--- src/hdl/noc_defs.svh ---
`ifndef NOC_DEFS_SVH
`define NOC_DEFS_SVH

`define V_NUM    4   // virtual channels per port
`define B_DEPTH  4   // flits per vc
`define P_NUM    5   // router ports
`define FPAY_W   32
`define C_NUM    4   // flit classes
`define WEIGHT_W 4
`define MAX_PCK  1   // atomic reallocation, one packet per vc

// header payload layout, destination first, then class, then weight
`define DST_LSB  0
`define CLS_LSB  (`DST_LSB + `P_NUM - 1)
`define WGT_LSB  (`CLS_LSB + $clog2(`C_NUM))

// candidate vc mask per class, class 0 in the low nibble
`define CLASS_SETTING {4'b1111, 4'b0001, 4'b1100, 4'b0011}

`endif

--- src/hdl/noc_flit_pkg.sv ---
`include "noc_defs.svh"

package noc_flit_pkg;

    // raw payload word, header fields live in its low bits
    typedef logic [`FPAY_W-1:0] payload_t;

    // flit as it travels on the link
    typedef struct packed {
        logic              hdr_flg;   // first flit of a packet
        logic              tail_flg;  // last flit of a packet
        logic [`V_NUM-1:0] vc;        // one-hot vc
        payload_t          payload;
    } flit_t;

    // a single-flit packet carries both flags

endpackage

--- src/hdl/noc_port_pkg.sv ---
`include "noc_defs.svh"

package noc_port_pkg;

    // one bit per virtual channel
    typedef logic [`V_NUM-1:0] vc_mask_t;

    // encoded destination, own port excluded
    typedef logic [`P_NUM-2:0] destport_t;

    typedef logic [$clog2(`C_NUM)-1:0] class_t;

    typedef logic [`WEIGHT_W-1:0] weight_t;

    // per-vc arrays, index is the input vc
    typedef vc_mask_t  [`V_NUM-1:0] vc_mask_arr_t;   // assigned or candidate ovcs
    typedef destport_t [`V_NUM-1:0] destport_arr_t;

endpackage

--- src/hdl/hdr_info_if.sv ---
interface hdr_info_if;
    import noc_port_pkg::*;

    vc_mask_t  flit_wr;      // any flit written, one-hot vc
    vc_mask_t  hdr_wr;       // header written, one-hot vc
    logic      tail_flg;
    class_t    class_in;
    destport_t destport_in;

    modport parser (
        output flit_wr,
        output hdr_wr,
        output tail_flg,
        output class_in,
        output destport_in
    );

    modport store (
        input flit_wr,
        input hdr_wr,
        input tail_flg,
        input class_in,
        input destport_in
    );

endinterface

--- src/hdl/fwft_fifo.sv ---
module fwft_fifo #(
    parameter type data_t = logic,
    parameter int  DEPTH  = 4
) (
    input  logic  clk,
    input  logic  reset,
    input  data_t din_i,
    input  logic  wr_en_i,
    input  logic  rd_en_i,
    output data_t dout_o
);
    localparam int PTR_W = (DEPTH > 1) ? $clog2(DEPTH) : 1;
    localparam int CNT_W = $clog2(DEPTH + 1);

    data_t            mem [DEPTH];
    logic [PTR_W-1:0] wr_ptr;
    logic [PTR_W-1:0] rd_ptr;
    logic [CNT_W-1:0] count;
    logic             push;
    logic             pop;

    assign pop  = rd_en_i && (count != '0);
    assign push = wr_en_i && ((count != CNT_W'(DEPTH)) || pop);  // full unless popping now

    always_ff @(posedge clk) begin
        if (push) begin
            mem[wr_ptr] <= din_i;
        end
    end

    always_ff @(posedge clk or posedge reset) begin
        if (reset) begin
            wr_ptr <= '0;
            rd_ptr <= '0;
            count  <= '0;
        end else begin
            if (push) begin
                wr_ptr <= (wr_ptr == PTR_W'(DEPTH - 1)) ? '0 : wr_ptr + 1'b1;
            end
            if (pop) begin
                rd_ptr <= (rd_ptr == PTR_W'(DEPTH - 1)) ? '0 : rd_ptr + 1'b1;
            end
            case ({push, pop})
                2'b10:   count <= count + 1'b1;
                2'b01:   count <= count - 1'b1;
                default: count <= count;
            endcase
        end
    end

    assign dout_o = (count != '0) ? mem[rd_ptr] : '0;  // zero while empty

endmodule

--- src/hdl/header_parser.sv ---
`include "noc_defs.svh"

module header_parser (
    input  logic                  clk,
    input  logic                  reset,
    input  noc_flit_pkg::flit_t   flit_in_i,
    input  logic                  flit_in_we_i,
    hdr_info_if.parser            hdr_o,
    output noc_port_pkg::weight_t iport_weight_o
);
    import noc_flit_pkg::*;
    import noc_port_pkg::*;

    payload_t payload;
    vc_mask_t flit_wr;
    vc_mask_t hdr_wr;
    weight_t  weight_in;

    assign payload = flit_in_i.payload;

    // write strobes follow the one-hot vc field
    assign flit_wr = flit_in_we_i ? flit_in_i.vc : '0;
    assign hdr_wr  = (flit_in_we_i && flit_in_i.hdr_flg) ? flit_in_i.vc : '0;

    assign hdr_o.flit_wr     = flit_wr;
    assign hdr_o.hdr_wr      = hdr_wr;
    assign hdr_o.tail_flg    = flit_in_i.tail_flg;
    assign hdr_o.class_in    = payload[`CLS_LSB +: $bits(class_t)];
    assign hdr_o.destport_in = payload[`DST_LSB +: $bits(destport_t)];

    assign weight_in = payload[`WGT_LSB +: `WEIGHT_W];

    always_ff @(posedge clk or posedge reset) begin
        if (reset) begin
            iport_weight_o <= weight_t'(1);
        end else if (hdr_wr != '0) begin
            // a weight of zero would stall the port, use 1
            iport_weight_o <= (weight_in == '0) ? weight_t'(1) : weight_in;
        end
    end

endmodule

--- src/hdl/vc_flit_buffer.sv ---
`include "noc_defs.svh"

module vc_flit_buffer (
    input  logic                   clk,
    input  logic                   reset,
    input  noc_flit_pkg::flit_t    din_i,
    input  noc_port_pkg::vc_mask_t wr_vc_i,
    input  noc_port_pkg::vc_mask_t rd_vc_i,
    input  logic                   rd_en_i,
    output noc_flit_pkg::flit_t    dout_o,
    output noc_port_pkg::vc_mask_t vc_not_empty_o
);
    import noc_flit_pkg::*;
    import noc_port_pkg::*;

    localparam int DEPTH  = `V_NUM * `B_DEPTH;
    localparam int ADDR_W = $clog2(DEPTH);
    localparam int PTR_W  = $clog2(`B_DEPTH);
    localparam int CNT_W  = $clog2(`B_DEPTH + 1);

    flit_t             mem    [DEPTH];
    logic [PTR_W-1:0]  wr_ptr [`V_NUM];
    logic [PTR_W-1:0]  rd_ptr [`V_NUM];
    logic [CNT_W-1:0]  count  [`V_NUM];
    vc_mask_t          push;
    vc_mask_t          pop;
    logic [ADDR_W-1:0] wr_addr;
    logic [ADDR_W-1:0] rd_addr;

    always_comb begin
        wr_addr = '0;
        rd_addr = '0;
        for (int v = 0; v < `V_NUM; v++) begin
            pop[v]  = rd_en_i && rd_vc_i[v] && (count[v] != '0);
            push[v] = wr_vc_i[v] && ((count[v] != CNT_W'(`B_DEPTH)) || pop[v]);
            vc_not_empty_o[v] = (count[v] != '0);
            if (wr_vc_i[v]) begin
                wr_addr = ADDR_W'(v * `B_DEPTH) + ADDR_W'(wr_ptr[v]);  // vc region base
            end
            if (rd_vc_i[v]) begin
                rd_addr = ADDR_W'(v * `B_DEPTH) + ADDR_W'(rd_ptr[v]);
            end
        end
    end

    always_ff @(posedge clk) begin
        if (push != '0) begin
            mem[wr_addr] <= din_i;
        end
    end

    always_ff @(posedge clk or posedge reset) begin
        if (reset) begin
            for (int v = 0; v < `V_NUM; v++) begin
                wr_ptr[v] <= '0;
                rd_ptr[v] <= '0;
                count[v]  <= '0;
            end
        end else begin
            for (int v = 0; v < `V_NUM; v++) begin
                if (push[v]) begin
                    wr_ptr[v] <= wr_ptr[v] + 1'b1;  // wraps inside the region
                end
                if (pop[v]) begin
                    rd_ptr[v] <= rd_ptr[v] + 1'b1;
                end
                case ({push[v], pop[v]})
                    2'b10:   count[v] <= count[v] + 1'b1;
                    2'b01:   count[v] <= count[v] - 1'b1;
                    default: count[v] <= count[v];
                endcase
            end
        end
    end

    assign dout_o = mem[rd_addr];  // head of the granted vc

endmodule

--- src/hdl/vc_header_info.sv ---
`include "noc_defs.svh"

module vc_header_info #(
    parameter int VC_ID = 0
) (
    input  logic                    clk,
    input  logic                    reset,
    hdr_info_if.store               hdr_i,
    input  logic                    rd_grant_i,
    input  logic                    pkt_done_i,
    output logic                    flit_is_tail_o,
    output noc_port_pkg::destport_t dest_port_encoded_o,
    output noc_port_pkg::vc_mask_t  candidate_ovcs_o
);
    import noc_port_pkg::*;

    localparam logic [`C_NUM*`V_NUM-1:0] CLASS_TABLE = `CLASS_SETTING;

    class_t class_head;

    // one tail flag per buffered flit
    fwft_fifo #(
        .data_t (logic),
        .DEPTH  (`B_DEPTH)
    ) tail_fifo (
        .clk     (clk),
        .reset   (reset),
        .din_i   (hdr_i.tail_flg),
        .wr_en_i (hdr_i.flit_wr[VC_ID]),
        .rd_en_i (rd_grant_i),
        .dout_o  (flit_is_tail_o)
    );

    fwft_fifo #(
        .data_t (class_t),
        .DEPTH  (`MAX_PCK)
    ) class_fifo (
        .clk     (clk),
        .reset   (reset),
        .din_i   (hdr_i.class_in),
        .wr_en_i (hdr_i.hdr_wr[VC_ID]),
        .rd_en_i (pkt_done_i),
        .dout_o  (class_head)
    );

    fwft_fifo #(
        .data_t (destport_t),
        .DEPTH  (`MAX_PCK)
    ) dest_fifo (
        .clk     (clk),
        .reset   (reset),
        .din_i   (hdr_i.destport_in),
        .wr_en_i (hdr_i.hdr_wr[VC_ID]),
        .rd_en_i (pkt_done_i),
        .dout_o  (dest_port_encoded_o)
    );

    // class table lookup
    assign candidate_ovcs_o = CLASS_TABLE[class_head * `V_NUM +: `V_NUM];

endmodule

--- src/hdl/flit_ovc_update.sv ---
`include "noc_defs.svh"

module flit_ovc_update (
    input  logic                       clk,
    input  logic                       reset,
    input  noc_flit_pkg::flit_t        flit_i,
    input  noc_port_pkg::vc_mask_t     grant_i,
    input  logic                       granted_i,
    input  noc_port_pkg::vc_mask_arr_t assigned_ovc_num_i,
    output noc_flit_pkg::flit_t        flit_o
);
    import noc_flit_pkg::*;
    import noc_port_pkg::*;

    vc_mask_t ovc_sel;
    flit_t    flit_next;

    // one-hot mux over the assigned ovcs
    always_comb begin
        ovc_sel = '0;
        for (int v = 0; v < `V_NUM; v++) begin
            if (grant_i[v]) begin
                ovc_sel = ovc_sel | assigned_ovc_num_i[v];
            end
        end
        flit_next    = flit_i;
        flit_next.vc = ovc_sel;  // swap input vc for output vc
    end

    always_ff @(posedge clk or posedge reset) begin
        if (reset) begin
            flit_o <= '0;
        end else if (granted_i) begin
            flit_o <= flit_next;
        end
    end

endmodule

--- src/hdl/input_port.sv ---
`include "noc_defs.svh"

module input_port (
    input  logic                        clk,
    input  logic                        reset,
    input  noc_flit_pkg::flit_t         flit_in_i,
    input  logic                        flit_in_we_i,
    input  noc_port_pkg::vc_mask_t      ivc_num_getting_sw_grant_i,
    input  logic                        any_ivc_sw_request_granted_i,
    input  noc_port_pkg::vc_mask_t      reset_ivc_i,
    input  noc_port_pkg::vc_mask_arr_t  assigned_ovc_num_i,
    output noc_flit_pkg::flit_t         flit_out_o,
    output noc_port_pkg::vc_mask_t      flit_is_tail_o,
    output noc_port_pkg::vc_mask_t      ivc_request_o,
    output noc_port_pkg::destport_arr_t dest_port_encoded_o,
    output noc_port_pkg::vc_mask_arr_t  candidate_ovcs_o,
    output noc_port_pkg::weight_t       iport_weight_o
);
    import noc_flit_pkg::*;

    flit_t buffer_out;  // head flit of the granted vc

    hdr_info_if hdr_if ();

    header_parser header_parser_inst (
        .clk            (clk),
        .reset          (reset),
        .flit_in_i      (flit_in_i),
        .flit_in_we_i   (flit_in_we_i),
        .hdr_o          (hdr_if),
        .iport_weight_o (iport_weight_o)
    );

    vc_flit_buffer vc_flit_buffer_inst (
        .clk            (clk),
        .reset          (reset),
        .din_i          (flit_in_i),
        .wr_vc_i        (hdr_if.flit_wr),
        .rd_vc_i        (ivc_num_getting_sw_grant_i),
        .rd_en_i        (any_ivc_sw_request_granted_i),
        .dout_o         (buffer_out),
        .vc_not_empty_o (ivc_request_o)
    );

    for (genvar i = 0; i < `V_NUM; i++) begin : g_vc
        vc_header_info #(
            .VC_ID (i)
        ) vc_header_info_inst (
            .clk                 (clk),
            .reset               (reset),
            .hdr_i               (hdr_if),
            .rd_grant_i          (ivc_num_getting_sw_grant_i[i]),
            .pkt_done_i          (reset_ivc_i[i]),
            .flit_is_tail_o      (flit_is_tail_o[i]),
            .dest_port_encoded_o (dest_port_encoded_o[i]),
            .candidate_ovcs_o    (candidate_ovcs_o[i])
        );
    end

    flit_ovc_update flit_ovc_update_inst (
        .clk                (clk),
        .reset              (reset),
        .flit_i             (buffer_out),
        .grant_i            (ivc_num_getting_sw_grant_i),
        .granted_i          (any_ivc_sw_request_granted_i),
        .assigned_ovc_num_i (assigned_ovc_num_i),
        .flit_o             (flit_out_o)
    );

endmodule

--- config.mk ---
export PLATFORM = sky130hd
export DESIGN_NAME = input_port
export DESIGN_NICKNAME = d
export VERILOG_FILES = /design/src/hdl/noc_flit_pkg.sv /design/src/hdl/noc_port_pkg.sv /design/src/hdl/hdr_info_if.sv /design/src/hdl/fwft_fifo.sv /design/src/hdl/header_parser.sv /design/src/hdl/vc_flit_buffer.sv /design/src/hdl/vc_header_info.sv /design/src/hdl/flit_ovc_update.sv /design/src/hdl/input_port.sv
export VERILOG_INCLUDE_DIRS = /design/src /design/src/hdl
export SDC_FILE = /design/constraint.sdc
export NUM_CORES = 1
export LEC_CHECK = 0
export BUFFER_PORTS_ARGS = -buffer_cell sky130_fd_sc_hd__buf_4
export CAP_MARGIN = 20
export CORE_MARGIN = 4
export CORE_UTILIZATION = 50
export CTS_CLUSTER_DIAMETER = 100
export DETAILED_ROUTE_END_ITERATION = 8
export PLACE_DENSITY = 0.67
export SLEW_MARGIN = 20
export SYNTH_ARGS = -nofsm -noshare
export SYNTH_HDL_FRONTEND = slang
export SYNTH_SLANG_ARGS = --single-unit
--- constraint.sdc ---
create_clock -name clk -period 11 [get_ports clk]
set_input_delay 2.2 -clock clk [delete_from_list [all_inputs] [get_ports clk]]
set_output_delay 2.2 -clock clk [all_outputs]
set_load 0.1 [all_outputs]
==> summary.md, run 1 <==
| Metric | Value |
|---|---|
| Status | `finished clean` |
| Largest net degree at the start of global routing | `71` |
| # DRC | `0` |
| Filler instances | `4,157` |
| Hold-critical path depth | `1` |
| Clock network latency to the later pin of the worst-skew pair | `600 ps` |
| Clock-pin slew reported for the worst setup and hold paths after clock tree synthesis | `60 ps` |
| Clock tree buffer depth | `3` |
| Relative area change from synthesis to final layout | `15.4%` |
| Area taken by flip-flops and latches | `20,200 µm²` |
| Hold Crit Endpoint | `vc_flit_buffer_inst.wr_ptr[1]$_DFFE_PP0P_` |
| Number of buffers created by CTS | `72` |
| Placeable core area | `55,100 µm²` |
| Syn Area/Cell | `17.1 µm²` |
| Library cell used as clock root buffer | `sky130_fd_sc_hd__clkbuf_16` |
| Initial cell density of the core | `50.6%` |
| Chip height | `244 µm` |
| Overflow after GRT | `0` |
| Reg-to-Reg End | `flit_ovc_update_inst.flit_o[26]$_DFFE_PP0P_` |
| Share of synthesized registers carrying an async set or reset | `15.4%` |
| Hold bufs inserted after CTS | `0` |
| Weighted congestion at the end of routability-driven global placement | `0.791` |
| Initial DRC count | `1,424` |
| Sequential-to-total area share from yosys stat | `72.4%` |
| Number of top-level pins | `148` |
| Summed negative setup slack over all endpoints | `0 ps` |
| Overall power of the completed layout | `7.47 mW` |
| Total wirelength of the detailed-routed design | `63,600 µm` |
| TritonCTS sink count | `690` |
| Area taken by multi-input logic gates | `7030 µm²` |
| Commonest cells after routing, fill and taps aside | `584 x sky130_fd_sc_hd__edfxtp_1, 181 x sky130_fd_sc_hd__buf_4, 105 x sky130_fd_sc_hd__dfrtp_1, 95 x sky130_fd_sc_hd__inv_1, 82 x sky130_fd_sc_hd__nand2_1` |
| Detailed Routing Iterations Pass 1 | `5` |
| Netlist area before placement | `27,900 µm²` |
| Final hold slack | `475 ps` |
| Post-synthesis cell type count | `57` |
| Max-slew violations | `0` |
| GR Util All Layers | `21.4%` |
| Arrival time of the worst setup path | `5430 ps` |
| Number of flops mapped to enable cells by yosys | `584` |
| Unrepaired setup endpoints after global routing | `no` |
| Type of element capturing the critical path | `flop` |
| Worst hold path startpoint | `vc_flit_buffer_inst.wr_ptr[1]$_DFFE_PP0P_` |
| Highest routing layer actually used | `met4` |
| Setup Buffers After CTS | `0` |
| Average routed wire per standard cell | `24.5 µm` |
| Worst Clk Skew | `24.7 ps` |
| Final #Nets | `1,895` |
| Wire length of the first global-routing pass | `96,600 µm` |
| Synthesis-stage register bit count | `690` |
| Min-delay worst type | `reg2reg` |
| Via density per instance | `5.87` |
| Number of buffer cells added on primary ports | `147` |
| Peak VDD IR | `0.121 mV` |
| Fraction of final layout cells with drive strength greater than 1 | `23.5%` |
| Total routed wire length on the met1 layer | `26,000 µm` |
| Cell count after synthesis | `1,628` |
| CTS resizes | `0` |
| Power density over cell area | `232 nW/µm²` |
| Transition time of the tightest slew-check pin | `1150 ps` |
| Amount of wire on met2 after detailed routing | `31,800 µm` |
| Remaining antenna violation count after routing | `0` |
| Most common cell after layout, fill and taps aside | `sky130_fd_sc_hd__edfxtp_1` |
| FF-to-FF Start | `vc_flit_buffer_inst.rd_ptr[4]$_DFFE_PP0P_` |
| Vias post-DR | `15,257` |
| Final critical-path required period | `4970 ps` |
| Die area | `59,600 µm²` |
| Required time worst endpoint | `11,460 ps` |
| CP startpoint kind | `input port` |
| CP Class | `in2reg` |
| Post-synthesis net count | `1,730` |
| Horiz. Die Dim | `244 µm` |
| CTS tree | `built` |
| Yosys warns | `0` |
| Final hold vios | `0` |
| Ratio of final minimum period to clock period | `45.2%` |
| Initial antenna violation count | `1` |
| Depth of the most critical reg-to-reg path | `8` |
| Count of final setup violators | `0` |
| Max_slew headroom | `23.5%` |
| Number of standard-cell rows in the floorplan | `86` |
| Number of H-tree levels | `3` |
| Maxcap violations | `0` |
| Detailed-routed wire length on met3 | `4050 µm` |
| Most frequently used flop master after synthesis | `sky130_fd_sc_hd__edfxtp_1` |
| Post-DP HPWL | `34,800 µm` |
| Setup slack, reg-to-reg | `7420 ps` |
| Vias in the first global route | `15,922` |
| Cell leakage power | `11.2 nW` |
| Max FO, Critical Path | `44` |
| F_max | `201 MHz` |
## power by group
part | switching, mW | internal, mW | leakage [nW] | total (mW)
registers | 0.173 | 3.07 | 6.55 | 3.24
logic | 1.29 | 0.615 | 3.55 | 1.91
clock network | 0.966 | 1.35 | 1.10 | 2.31
## Yosys cell counts, types with 2 or more instances
cell | instances | area (µm²)
sky130_fd_sc_hd__o21ai_0 | 61 | 305
sky130_fd_sc_hd__or3_1 | 5 | 31.3
sky130_fd_sc_hd__dfrtp_1 | 105 | 2630
sky130_fd_sc_hd__and3_1 | 2 | 12.5
sky130_fd_sc_hd__o31ai_1 | 6 | 45.0
sky130_fd_sc_hd__and2_1 | 38 | 238
sky130_fd_sc_hd__ha_1 | 28 | 350
sky130_fd_sc_hd__nand3_1 | 5 | 25.0
sky130_fd_sc_hd__xor2_1 | 20 | 175
sky130_fd_sc_hd__nand2b_1 | 2 | 12.5
sky130_fd_sc_hd__o211a_1 | 3 | 30.0
sky130_fd_sc_hd__o31a_1 | 4 | 35.0
sky130_fd_sc_hd__a22oi_1 | 40 | 300
sky130_fd_sc_hd__mux2i_1 | 8 | 80.1
sky130_fd_sc_hd__o221ai_1 | 35 | 307
sky130_fd_sc_hd__nor2_1 | 31 | 116
sky130_fd_sc_hd__xnor2_1 | 16 | 140
sky130_fd_sc_hd__o2111ai_1 | 67 | 587
sky130_fd_sc_hd__buf_4 | 17 | 128
sky130_fd_sc_hd__clkbuf_1 | 55 | 206
sky130_fd_sc_hd__inv_1 | 96 | 360
sky130_fd_sc_hd__o211ai_1 | 38 | 285
sky130_fd_sc_hd__a21oi_1 | 20 | 100
sky130_fd_sc_hd__mux4_2 | 69 | 1550
sky130_fd_sc_hd__a41oi_1 | 7 | 61.3
sky130_fd_sc_hd__a211o_1 | 2 | 17.5
sky130_fd_sc_hd__buf_2 | 8 | 40.0
sky130_fd_sc_hd__mux2_2 | 51 | 574
sky130_fd_sc_hd__nand2_1 | 82 | 308
sky130_fd_sc_hd__o21a_1 | 2 | 15.0
sky130_fd_sc_hd__a31oi_1 | 4 | 25.0
sky130_fd_sc_hd__a21o_1 | 4 | 30.0
sky130_fd_sc_hd__nand3b_1 | 2 | 15.0
sky130_fd_sc_hd__fa_1 | 8 | 160
sky130_fd_sc_hd__and3b_1 | 2 | 17.5
sky130_fd_sc_hd__a311oi_1 | 2 | 17.5
sky130_fd_sc_hd__nor3_1 | 7 | 35.0
sky130_fd_sc_hd__edfxtp_1 | 584 | 17500
sky130_fd_sc_hd__mux2_1 | 59 | 664
sky130_fd_sc_hd__buf_6 | 10 | 113
sky130_fd_sc_hd__nor2b_1 | 7 | 43.8
## logic make-up (layout without fill, tap and decap cells)
family	Yosys count	after routing	share of synthesized area, %
other cells	0	1	0
flops	690	690	72.4
fa+ha+maj	36	36	1.83
simple gates	189	189	3.23
mux	187	187	10.3
xor+xnor	36	36	1.13
buf+inv	188	409	3.07
compound gates	302	302	8.00
## worst max-delay path: stages
cell	delay [ps]
sky130_fd_sc_hd__buf_4	210
sky130_fd_sc_hd__or3b_1	390
sky130_fd_sc_hd__buf_4	260
sky130_fd_sc_hd__o211ai_4	140
sky130_fd_sc_hd__buf_4	540
sky130_fd_sc_hd__buf_4	690
sky130_fd_sc_hd__mux4_2	580
sky130_fd_sc_hd__a22oi_1	180
sky130_fd_sc_hd__o211ai_1	120
## registers in the layout, summed over array words and instances, names as in the netlist
signal,cells
flit_ovc_update_inst.flit_o,38
g_vc.vc_header_info_inst.tail_fifo.rd_ptr,8
g_vc.vc_header_info_inst.tail_fifo.count,12
g_vc.vc_header_info_inst.class_fifo.mem,8
g_vc.vc_header_info_inst.tail_fifo.wr_ptr,8
g_vc.vc_header_info_inst.dest_fifo.mem,16
g_vc.vc_header_info_inst.tail_fifo.mem,16
header_parser_inst.iport_weight_o,4
vc_flit_buffer_inst.mem,544
vc_flit_buffer_inst.wr_ptr,8
g_vc.vc_header_info_inst.dest_fifo.count,4
vc_flit_buffer_inst.count,12
g_vc.vc_header_info_inst.class_fifo.count,4
vc_flit_buffer_inst.rd_ptr,8
## per-stage QoR
step | setup WS [ps] | instances | util, % | area, µm²
floorplan | 5690 | 1628 | - | 27900
global placement | 5470 | 2466 | 54.2 | 29900
detailed placement | 5420 | 2466 | 54.2 | 29900
CTS | 6050 | 2596 | 58.3 | 32100
global route | 5780 | 2598 | 58.4 | 32200
finish | 6030 | 2598 | 58.4 | 32200
## per-layer routing
layer  global-route usage [%]  up-vias
met5                        0        -
met4                     7.38        0
met3                     3.45      115
met2                     35.9      563
met1                     28.7     7847
li1                         -     6732
## worst max path at each step
stage                                  start                                     endpoint  cells past startpoint
5_1_grt        ivc_num_getting_sw_grant_i[2]  flit_ovc_update_inst.flit_o[16]$_DFFE_PP0P_                      9
4_1_cts        ivc_num_getting_sw_grant_i[2]  flit_ovc_update_inst.flit_o[26]$_DFFE_PP0P_                      9
3_5_place_dp   ivc_num_getting_sw_grant_i[2]  flit_ovc_update_inst.flit_o[29]$_DFFE_PP0P_                      9
2_1_floorplan                   flit_in_we_i      vc_flit_buffer_inst.mem[8][0]$_DFFE_PP_                      6
6_report       ivc_num_getting_sw_grant_i[3]  flit_ovc_update_inst.flit_o[26]$_DFFE_PP0P_                      9
3_3_place_gp   ivc_num_getting_sw_grant_i[2]  flit_ovc_update_inst.flit_o[36]$_DFFE_PP0P_                      9
## cell type report
type	instances	area share, %
Multi-Input combinational cell	750	21.8
Timing Repair Buffer	182	4.31
Antenna cell	1	0.00778
Clock inverter	23	0.509
Tap cell	748	2.91
Sequential cell	690	62.8
Inverter	97	1.14
Clock buffer	107	6.52
No activity file was read; power rests on OpenSTA's default activity.
==> run 2: changes to the inputs <==
Clock period 11 ns to 4.8 ns, I/O delays scaled along.
==> run 2 against run 1 <==
Critical path depth down 2. Via count up 1.9%. Sequential power up 130%. Global-route usage up 0.96 points. Die area unchanged. Setup slack worse by 4300 ps. Sequential share of layout area down 0.49 points. Cell count up 0.35%. Core utilization up 0.46 points. Routed wire length up 4.6%. Critical path type unchanged. Highest routed layer unchanged.
==> summary.md, run 2 (synthesized netlist as in run 1, its figures left out) <==
| Metric | Value |
|---|---|
| Status | `finished clean (unchanged)` |
| Relative area change from synthesis to final layout | `16.3% (was 15.4%)` |
| TritonCTS sink count | `690 (unchanged)` |
| Register with the most flip-flops | `vc_flit_buffer_inst.mem (unchanged)` |
| Gr busiest metal | `met2 (unchanged)` |
| Initial cell density of the core | `50.6% (unchanged)` |
| Hold bufs inserted after CTS | `0 (unchanged)` |
| F_max | `321 MHz` |
| Type of element capturing the critical path | `flop (unchanged)` |
| Registers with the highest flip-flop counts | `vc_flit_buffer_inst.mem (544), flit_ovc_update_inst.flit_o (38) (unchanged)` |
| Peak VDD IR | `0.350 mV (was 0.121 mV)` |
| Number of H-tree levels | `3 (unchanged)` |
| Arrival time of the worst setup path | `3400 ps (was 5430 ps)` |
| Final hold slack | `479 ps (was 475 ps)` |
| Met2 usage in global routing | `36.4% (was 35.9%)` |
| Total wirelength of the detailed-routed design | `66,600 µm (was 63,600 µm)` |
| Weighted congestion at the end of routability-driven global placement | `0.861 (was 0.791)` |
| Antenna Cells | `0 (was 1)` |
| Largest net degree at the start of global routing | `63 (was 71)` |
| Die area | `59,600 µm² (unchanged)` |
| Vias post-DR | `15,550 (was 15,257)` |
| Most common cell after layout, fill and taps aside | `sky130_fd_sc_hd__edfxtp_1 (unchanged)` |
| Required time worst endpoint | `5090 ps (was 11,460 ps)` |
| Initial antenna violation count | `0 (was 1)` |
| Via density per instance | `5.96 (was 5.87)` |
| Unrepaired setup endpoints after global routing | `no (unchanged)` |
| Average routed wire per standard cell | `25.5 µm (was 24.5 µm)` |
| Met1 Track Usage GR | `31.2% (was 28.7%)` |
| Final hold vios | `0 (unchanged)` |
| Power density over cell area | `539 nW/µm² (was 232 nW/µm²)` |
| Number of buffers created by CTS | `72 (unchanged)` |
| Chip height | `244 µm (unchanged)` |
| Setup Buffers After CTS | `0 (unchanged)` |
| Remaining antenna violation count after routing | `0 (unchanged)` |
| Fraction of final layout cells with drive strength greater than 1 | `23.5% (about the same)` |
| Worst Clk Skew | `17.1 ps (was 24.7 ps)` |
| Placeable core area | `55,100 µm² (unchanged)` |
| Buf/Inv on CP | `2 (was 4)` |
| Maxcap violations | `0 (unchanged)` |
| Stage delay of the slowest cell on the critical path | `640 ps (was 690 ps)` |
| CP Class | `in2reg (unchanged)` |
| Min-delay worst type | `reg2reg (unchanged)` |
| Transition time of the tightest slew-check pin | `1140 ps (was 1150 ps)` |
| Count of final setup violators | `0 (unchanged)` |
| Cell at the slowest stage of the critical path | `sky130_fd_sc_hd__nor2_4 (was sky130_fd_sc_hd__buf_4)` |
| Detailed Routing Iterations Pass 1 | `5 (unchanged)` |
| Ratio of final minimum period to clock period | `64.8%` |
| GR Layer Usage met3 | `4.24% (was 3.45%)` |
| Wire length of the first global-routing pass | `101,000 µm (was 96,600 µm)` |
| CP startpoint kind | `input port (unchanged)` |
| CP Cell Sequence | `buf_4 -> nand2_1 -> a41oi_1 -> nor4_1 -> or3_1 -> nor2_4 -> buf_12 (was buf_4 -> or3b_1 -> buf_4 -> o211ai_4 -> buf_4 -> buf_4 -> mux4_2 -> a22oi_1 -> o211ai_1)` |
| Initial DRC count | `1,714 (was 1,424)` |
| # DRC | `0 (unchanged)` |
| Library cell used as clock root buffer | `sky130_fd_sc_hd__clkbuf_16 (unchanged)` |
| Horiz. Die Dim | `244 µm (unchanged)` |
| Max FO, Critical Path | `18 (was 44)` |
| Max-slew violations | `0 (unchanged)` |
| Post-DP HPWL | `38,900 µm (was 34,800 µm)` |
| Final #Nets | `1,903 (was 1,895)` |
| Cell family contributing the most delay on the critical path | `simple AND/OR/NAND/NOR gates (was buffers and inverters)` |
| Cell leakage power | `11.3 nW (was 11.2 nW)` |
| Overflow after GRT | `0 (unchanged)` |
| Vias in the first global route | `16,294 (was 15,922)` |
| Final critical-path required period | `3110 ps` |
| CTS resizes | `0 (unchanged)` |
| Commonest cells after routing, fill and taps aside | `584 x sky130_fd_sc_hd__edfxtp_1, 178 x sky130_fd_sc_hd__buf_4, 105 x sky130_fd_sc_hd__dfrtp_1, 95 x sky130_fd_sc_hd__inv_1, 82 x sky130_fd_sc_hd__nand2_1 (was 584 x sky130_fd_sc_hd__edfxtp_1, 181 x sky130_fd_sc_hd__buf_4, 105 x sky130_fd_sc_hd__dfrtp_1, 95 x sky130_fd_sc_hd__inv_1, 82 x sky130_fd_sc_hd__nand2_1)` |
| Flip-flop count of the largest register, all copies and words added | `544 (unchanged)` |
| Number of buffer cells added on primary ports | `147 (unchanged)` |
| Clock network latency to the later pin of the worst-skew pair | `600 ps (about the same)` |
| Summed negative setup slack over all endpoints | `0 ps (unchanged)` |
| Clock-pin slew reported for the worst setup and hold paths after clock tree synthesis | `60 ps (about the same)` |
| Number of standard-cell rows in the floorplan | `86 (unchanged)` |
| Clock tree buffer depth | `3 (unchanged)` |
| CTS tree | `built (unchanged)` |
| Number of top-level pins | `148 (unchanged)` |
| Max_slew headroom | `24.1% (was 23.5%)` |
| GR Util All Layers | `22.3% (was 21.4%)` |
run 2: routing by layer:
| metal | part of all wire [%] | vias up |
|---|---|---|
| li1 | - | 6752 |
| met1 | 42 | 8066 |
| met2 | 49 | 611 |
| met3 | 6.5 | 121 |
| met4 | 2.7 | 0 |
| met5 | 0 | - |
run 2: stage by stage:
step | setup slack [ps] | cell area, µm² | instances | util, % | power [mW]
global route | 1540 | 32400 | 2607 | 58.9 | 18.2
global placement | 1150 | 30100 | 2475 | 54.6 | 12.0
detailed placement | 1090 | 30100 | 2475 | 54.6 | 12.1
CTS | 1710 | 32400 | 2607 | 58.9 | 17.6
finish | 1690 | 32400 | 2607 | 58.9 | 17.5
floorplan | 727 | 27900 | 1628 | - | 10.9
run 2: final timing paths:
| path | startpoint | endpoint | slack (ps) | depth (start not counted) |
|---|---|---|---|---|
| setup reg to reg | vc_flit_buffer_inst.count[9]$_DFFE_PP0P_ | vc_flit_buffer_inst.mem[10][2]$_DFFE_PP_ | 1910 | 6 |
| hold / removal | vc_flit_buffer_inst.wr_ptr[5]$_DFFE_PP0P_ | vc_flit_buffer_inst.wr_ptr[5]$_DFFE_PP0P_ | 480 | 1 |
| max in group asynchronous | reset | header_parser_inst.iport_weight_o[0]$_DFFE_PP1P_ | 3250 | 3 |
| min in group asynchronous | reset | g_vc[0].vc_header_info_inst.tail_fifo.wr_ptr[1]$_DFFE_PP0P_ | 550 | 2 |
| hold reg to reg | vc_flit_buffer_inst.wr_ptr[5]$_DFFE_PP0P_ | vc_flit_buffer_inst.wr_ptr[5]$_DFFE_PP0P_ | 480 | 1 |
| setup / recovery | flit_in_we_i | vc_flit_buffer_inst.mem[10][2]$_DFFE_PP_ | 1690 | 7 |
run 2: final cells by class:
cell class,instances,area [µm²]
flip-flops and latches,690,20200
fillers,4190,22700
multi-input cells,750,7040
clock inverters,28,295
inverters,97,367
well taps,748,936
clock buffers,104,2030
repair buffers,190,1580
run 2: report_power, final:
| part | leakage [nW] | switching, mW | internal, mW |
|---|---|---|---|
| combinational | 3.63 | 3.04 | 1.48 |
| clock | 1.13 | 2.26 | 3.26 |
| sequential | 6.55 | 0.414 | 7.04 |
| total | 11.3 | 5.71 | 11.8 |
==> run 3: changes to the inputs <==
Clock period 4.8 ns to 3.1 ns, I/O delays scaled along.
==> run 3 against run 2 <==
Register-to-register slack worse by 1300 ps. Count of clock-buffer cells in the layout is 7 lower. Clock power is 53% higher. First-iteration DRC count shrank 24%. Combinational power grew 57%. Sequential share of layout area is 1.1 points lower. Clock skew increased by 9.0 ps. Routed wire length down 1.9%. Via count is 0.48% lower. Global-route usage down 0.26 points. Final area is 1.8% higher. Largest power group unchanged. Critical endpoint is now flit_is_tail_o[2]. Worst hold slack got worse by 290 ps. Largest cell class unchanged.
==> summary.md, run 3 (synthesized netlist as in run 1, its figures left out) <==
| Metric | Value |
|---|---|
| Overflow after GRT | `0 (unchanged)` |
| Worst Clk Skew | `26.2 ps (was 17.1 ps)` |
| GR Layer Usage met3 | `3.59% (was 4.24%)` |
| Fraction of final layout cells with drive strength greater than 1 | `25.0% (was 23.5%)` |
| Number of H-tree levels | `3 (unchanged)` |
| Final hold vios | `0 (unchanged)` |
| GR Util All Layers | `22.1% (was 22.3%)` |
| Clock-pin slew reported for the worst setup and hold paths after clock tree synthesis | `60 ps (about the same)` |
| Most common cell after layout, fill and taps aside | `sky130_fd_sc_hd__edfxtp_1 (unchanged)` |
| Peak VDD IR | `0.972 mV (was 0.350 mV)` |
| Relative area change from synthesis to final layout | `18.4% (was 16.3%)` |
| Reg-to-Reg End | `flit_ovc_update_inst.flit_o[15]$_DFFE_PP0P_ (was vc_flit_buffer_inst.mem[10][2]$_DFFE_PP_)` |
| Transition time of the tightest slew-check pin | `1050 ps (was 1140 ps)` |
| Register with the most flip-flops | `vc_flit_buffer_inst.mem (unchanged)` |
| Average routed wire per standard cell | `24.8 µm (was 25.5 µm)` |
| Required time worst endpoint | `2480 ps (was 5090 ps)` |
| Final hold slack | `193 ps (was 479 ps)` |
| Max-slew violations | `0 (unchanged)` |
| Fraction of power consumed by combinational cells | `26.3% (was 25.8%)` |
| Die area | `59,600 µm² (unchanged)` |
| Via density per instance | `5.88 (was 5.96)` |
| Largest net degree at the start of global routing | `107 (was 63)` |
| Hold bufs inserted after CTS | `0 (unchanged)` |
| Maxcap violations | `0 (unchanged)` |
| Ratio of final minimum period to clock period | `81.4%` |
| Arrival time of the worst setup path | `1900 ps (was 3400 ps)` |
| Cell at the slowest stage of the critical path | `sky130_fd_sc_hd__mux4_2 (was sky130_fd_sc_hd__nor2_4)` |
| Cell leakage power | `11.6 nW (was 11.3 nW)` |
| Clock power frac | `31.2% (was 31.6%)` |
| Registers with the highest flip-flop counts | `vc_flit_buffer_inst.mem (544), flit_ovc_update_inst.flit_o (38) (unchanged)` |
| Horiz. Die Dim | `244 µm (unchanged)` |
| Flip-flop count of the largest register, all copies and words added | `544 (unchanged)` |
| Power density over cell area | `819 nW/µm² (was 539 nW/µm²)` |
| Library cell used as clock root buffer | `sky130_fd_sc_hd__clkbuf_16 (unchanged)` |
| # DRC | `0 (unchanged)` |
| F_max | `396 MHz` |
| Total wirelength of the detailed-routed design | `65,300 µm (was 66,600 µm)` |
| Number of top-level pins | `148 (unchanged)` |
| TritonCTS sink count | `690 (unchanged)` |
| NetSw | `8.71 mW (was 5.71 mW)` |
| Initial antenna violation count | `0 (unchanged)` |
| Commonest cells after routing, fill and taps aside | `584 x sky130_fd_sc_hd__edfxtp_1, 179 x sky130_fd_sc_hd__buf_4, 105 x sky130_fd_sc_hd__dfrtp_1, 95 x sky130_fd_sc_hd__inv_1, 82 x sky130_fd_sc_hd__nand2_1 (was 584 x sky130_fd_sc_hd__edfxtp_1, 178 x sky130_fd_sc_hd__buf_4, 105 x sky130_fd_sc_hd__dfrtp_1, 95 x sky130_fd_sc_hd__inv_1, 82 x sky130_fd_sc_hd__nand2_1)` |
| Initial DRC count | `1,308 (was 1,714)` |
| Remaining antenna violation count after routing | `0 (unchanged)` |
| Wire length of the first global-routing pass | `99,600 µm (was 101,000 µm)` |
| Met2 usage in global routing | `36.4% (about the same)` |
| Met1 Track Usage GR | `30.1% (was 31.2%)` |
| Post-DP HPWL | `37,400 µm (was 38,900 µm)` |
| Final #Nets | `1,931 (was 1,903)` |
| Unrepaired setup endpoints after global routing | `no (unchanged)` |
| Gr busiest metal | `met2 (unchanged)` |
| Depth of the most critical reg-to-reg path | `7 (was 6)` |
| Max FO, Critical Path | `4 (was 18)` |
| Initial cell density of the core | `50.6% (unchanged)` |
| Vias post-DR | `15,476 (was 15,550)` |
| Max_slew headroom | `30.0% (was 24.1%)` |
| CTS tree | `built (unchanged)` |
| Proportion of total power due to net switching | `32.2% (was 32.7%)` |
| Setup Buffers After CTS | `0 (unchanged)` |
| Detailed Routing Iterations Pass 1 | `7 (was 5)` |
| Min-delay worst type | `in2async (was reg2reg)` |
| Number of standard-cell rows in the floorplan | `86 (unchanged)` |
| Status | `finished clean (unchanged)` |
| Weighted congestion at the end of routability-driven global placement | `0.802 (was 0.861)` |
| CP Class | `reg2out (was in2reg)` |
| Placeable core area | `55,100 µm² (unchanged)` |
| Final critical-path required period | `2520 ps` |
| CP startpoint kind | `flop (was input port)` |
| FF-to-FF Start | `vc_flit_buffer_inst.rd_ptr[4]$_DFFE_PP0P_ (was vc_flit_buffer_inst.count[9]$_DFFE_PP0P_)` |
| CP Cell Sequence | `mux4_2 -> o31a_1 -> buf_4 (was buf_4 -> nand2_1 -> a41oi_1 -> nor4_1 -> or3_1 -> nor2_4 -> buf_12)` |
| CTS resizes | `0 (unchanged)` |
| Type of element capturing the critical path | `primary output (was flop)` |
| Stage delay of the slowest cell on the critical path | `530 ps (was 640 ps)` |
| Setup slack, reg-to-reg | `580 ps (was 1910 ps)` |
| Filler instances | `4,077 (was 4,190)` |
| Clock network latency to the later pin of the worst-skew pair | `610 ps (was 600 ps)` |
| Int Power | `18.3 mW (was 11.8 mW)` |
| Number of buffers created by CTS | `70 (was 72)` |
| Clock tree buffer depth | `3 (unchanged)` |
| Count of final setup violators | `0 (unchanged)` |
| Part of the power in registers | `42.5% (was 42.6%)` |
| Number of buffer cells added on primary ports | `147 (unchanged)` |
| Vias in the first global route | `16,108 (was 16,294)` |
| Summed negative setup slack over all endpoints | `0 ps (unchanged)` |
| Chip height | `244 µm (unchanged)` |
[run 3: final cells by class]
cell class	count	area, µm²	share of cell area, %
Tap cell	748	936	2.84
Sequential cell	690	20200	61.2
Inverter	97	368	1.11
Clock inverter	30	318	0.963
Clock buffer	97	2000	6.05
Antenna cell	1	2.50	0.00758
Timing Repair Buffer	220	2160	6.56
Multi-Input combinational cell	750	7030	21.3
[run 3: per-stage QoR]
step	setup slack (ps)	cells	instance area [µm²]	utilization (%)	total power [mW]
2_1_floorplan	-406	1628	27900	-	16.8
3_3_place_gp	220	2505	30700	55.7	18.7
3_5_place_dp	202	2505	30700	55.7	18.8
4_1_cts	523	2632	33000	59.9	27.3
5_1_grt	409	2632	33000	59.9	28.1
6_report	576	2633	33000	59.9	27.0
[run 3: worst max-delay path by stage]
stage	from	to	slack, ps	cells after the start
global route	vc_flit_buffer_inst.rd_ptr[4]$_DFFE_PP0P_	flit_ovc_update_inst.flit_o[3]$_DFFE_PP0P_	410	7
finish	g_vc[2].vc_header_info_inst.tail_fifo.rd_ptr[0]$_DFFE_PP0N_	flit_is_tail_o[2]	580	3
CTS	g_vc[2].vc_header_info_inst.tail_fifo.rd_ptr[0]$_DFFE_PP0N_	flit_is_tail_o[2]	520	3
floorplan	flit_in_we_i	vc_flit_buffer_inst.mem[4][0]$_DFFE_PP_	-410	5
detailed placement	ivc_num_getting_sw_grant_i[1]	flit_ovc_update_inst.flit_o[26]$_DFFE_PP0P_	200	8
global placement	ivc_num_getting_sw_grant_i[1]	flit_ovc_update_inst.flit_o[17]$_DFFE_PP0P_	220	8
[run 3: power groups by stage]
stage / logic, mW / registers [mW] / clock network (mW)
4_1_cts: 7.17 / 11.5 / 8.59
5_1_grt: 7.58 / 11.6 / 8.96
6_report: 7.10 / 11.5 / 8.43
2_1_floorplan: 3.87 / 13.0 / 0
3_5_place_dp: 7.14 / 11.7 / 0
3_3_place_gp: 7.00 / 11.7 / 0
[run 3: metal layers]
layer | up-vias | part of all wire, % | wire (µm)
li1 | 6808 | - | -
met1 | 8036 | 41 | 26700
met2 | 522 | 50 | 32600
met3 | 110 | 6.2 | 4050
met4 | 0 | 3.0 | 1990
met5 | - | 0 | 0
[run 3: worst max-delay path, delay by kind of cell, from the launching register on]
kind                   cells  cell delay (ps)
flip-flops                 1              410
multiplexers               1              530
buffers and inverters      1              240
AO/OA/AOI/OAI              1              130
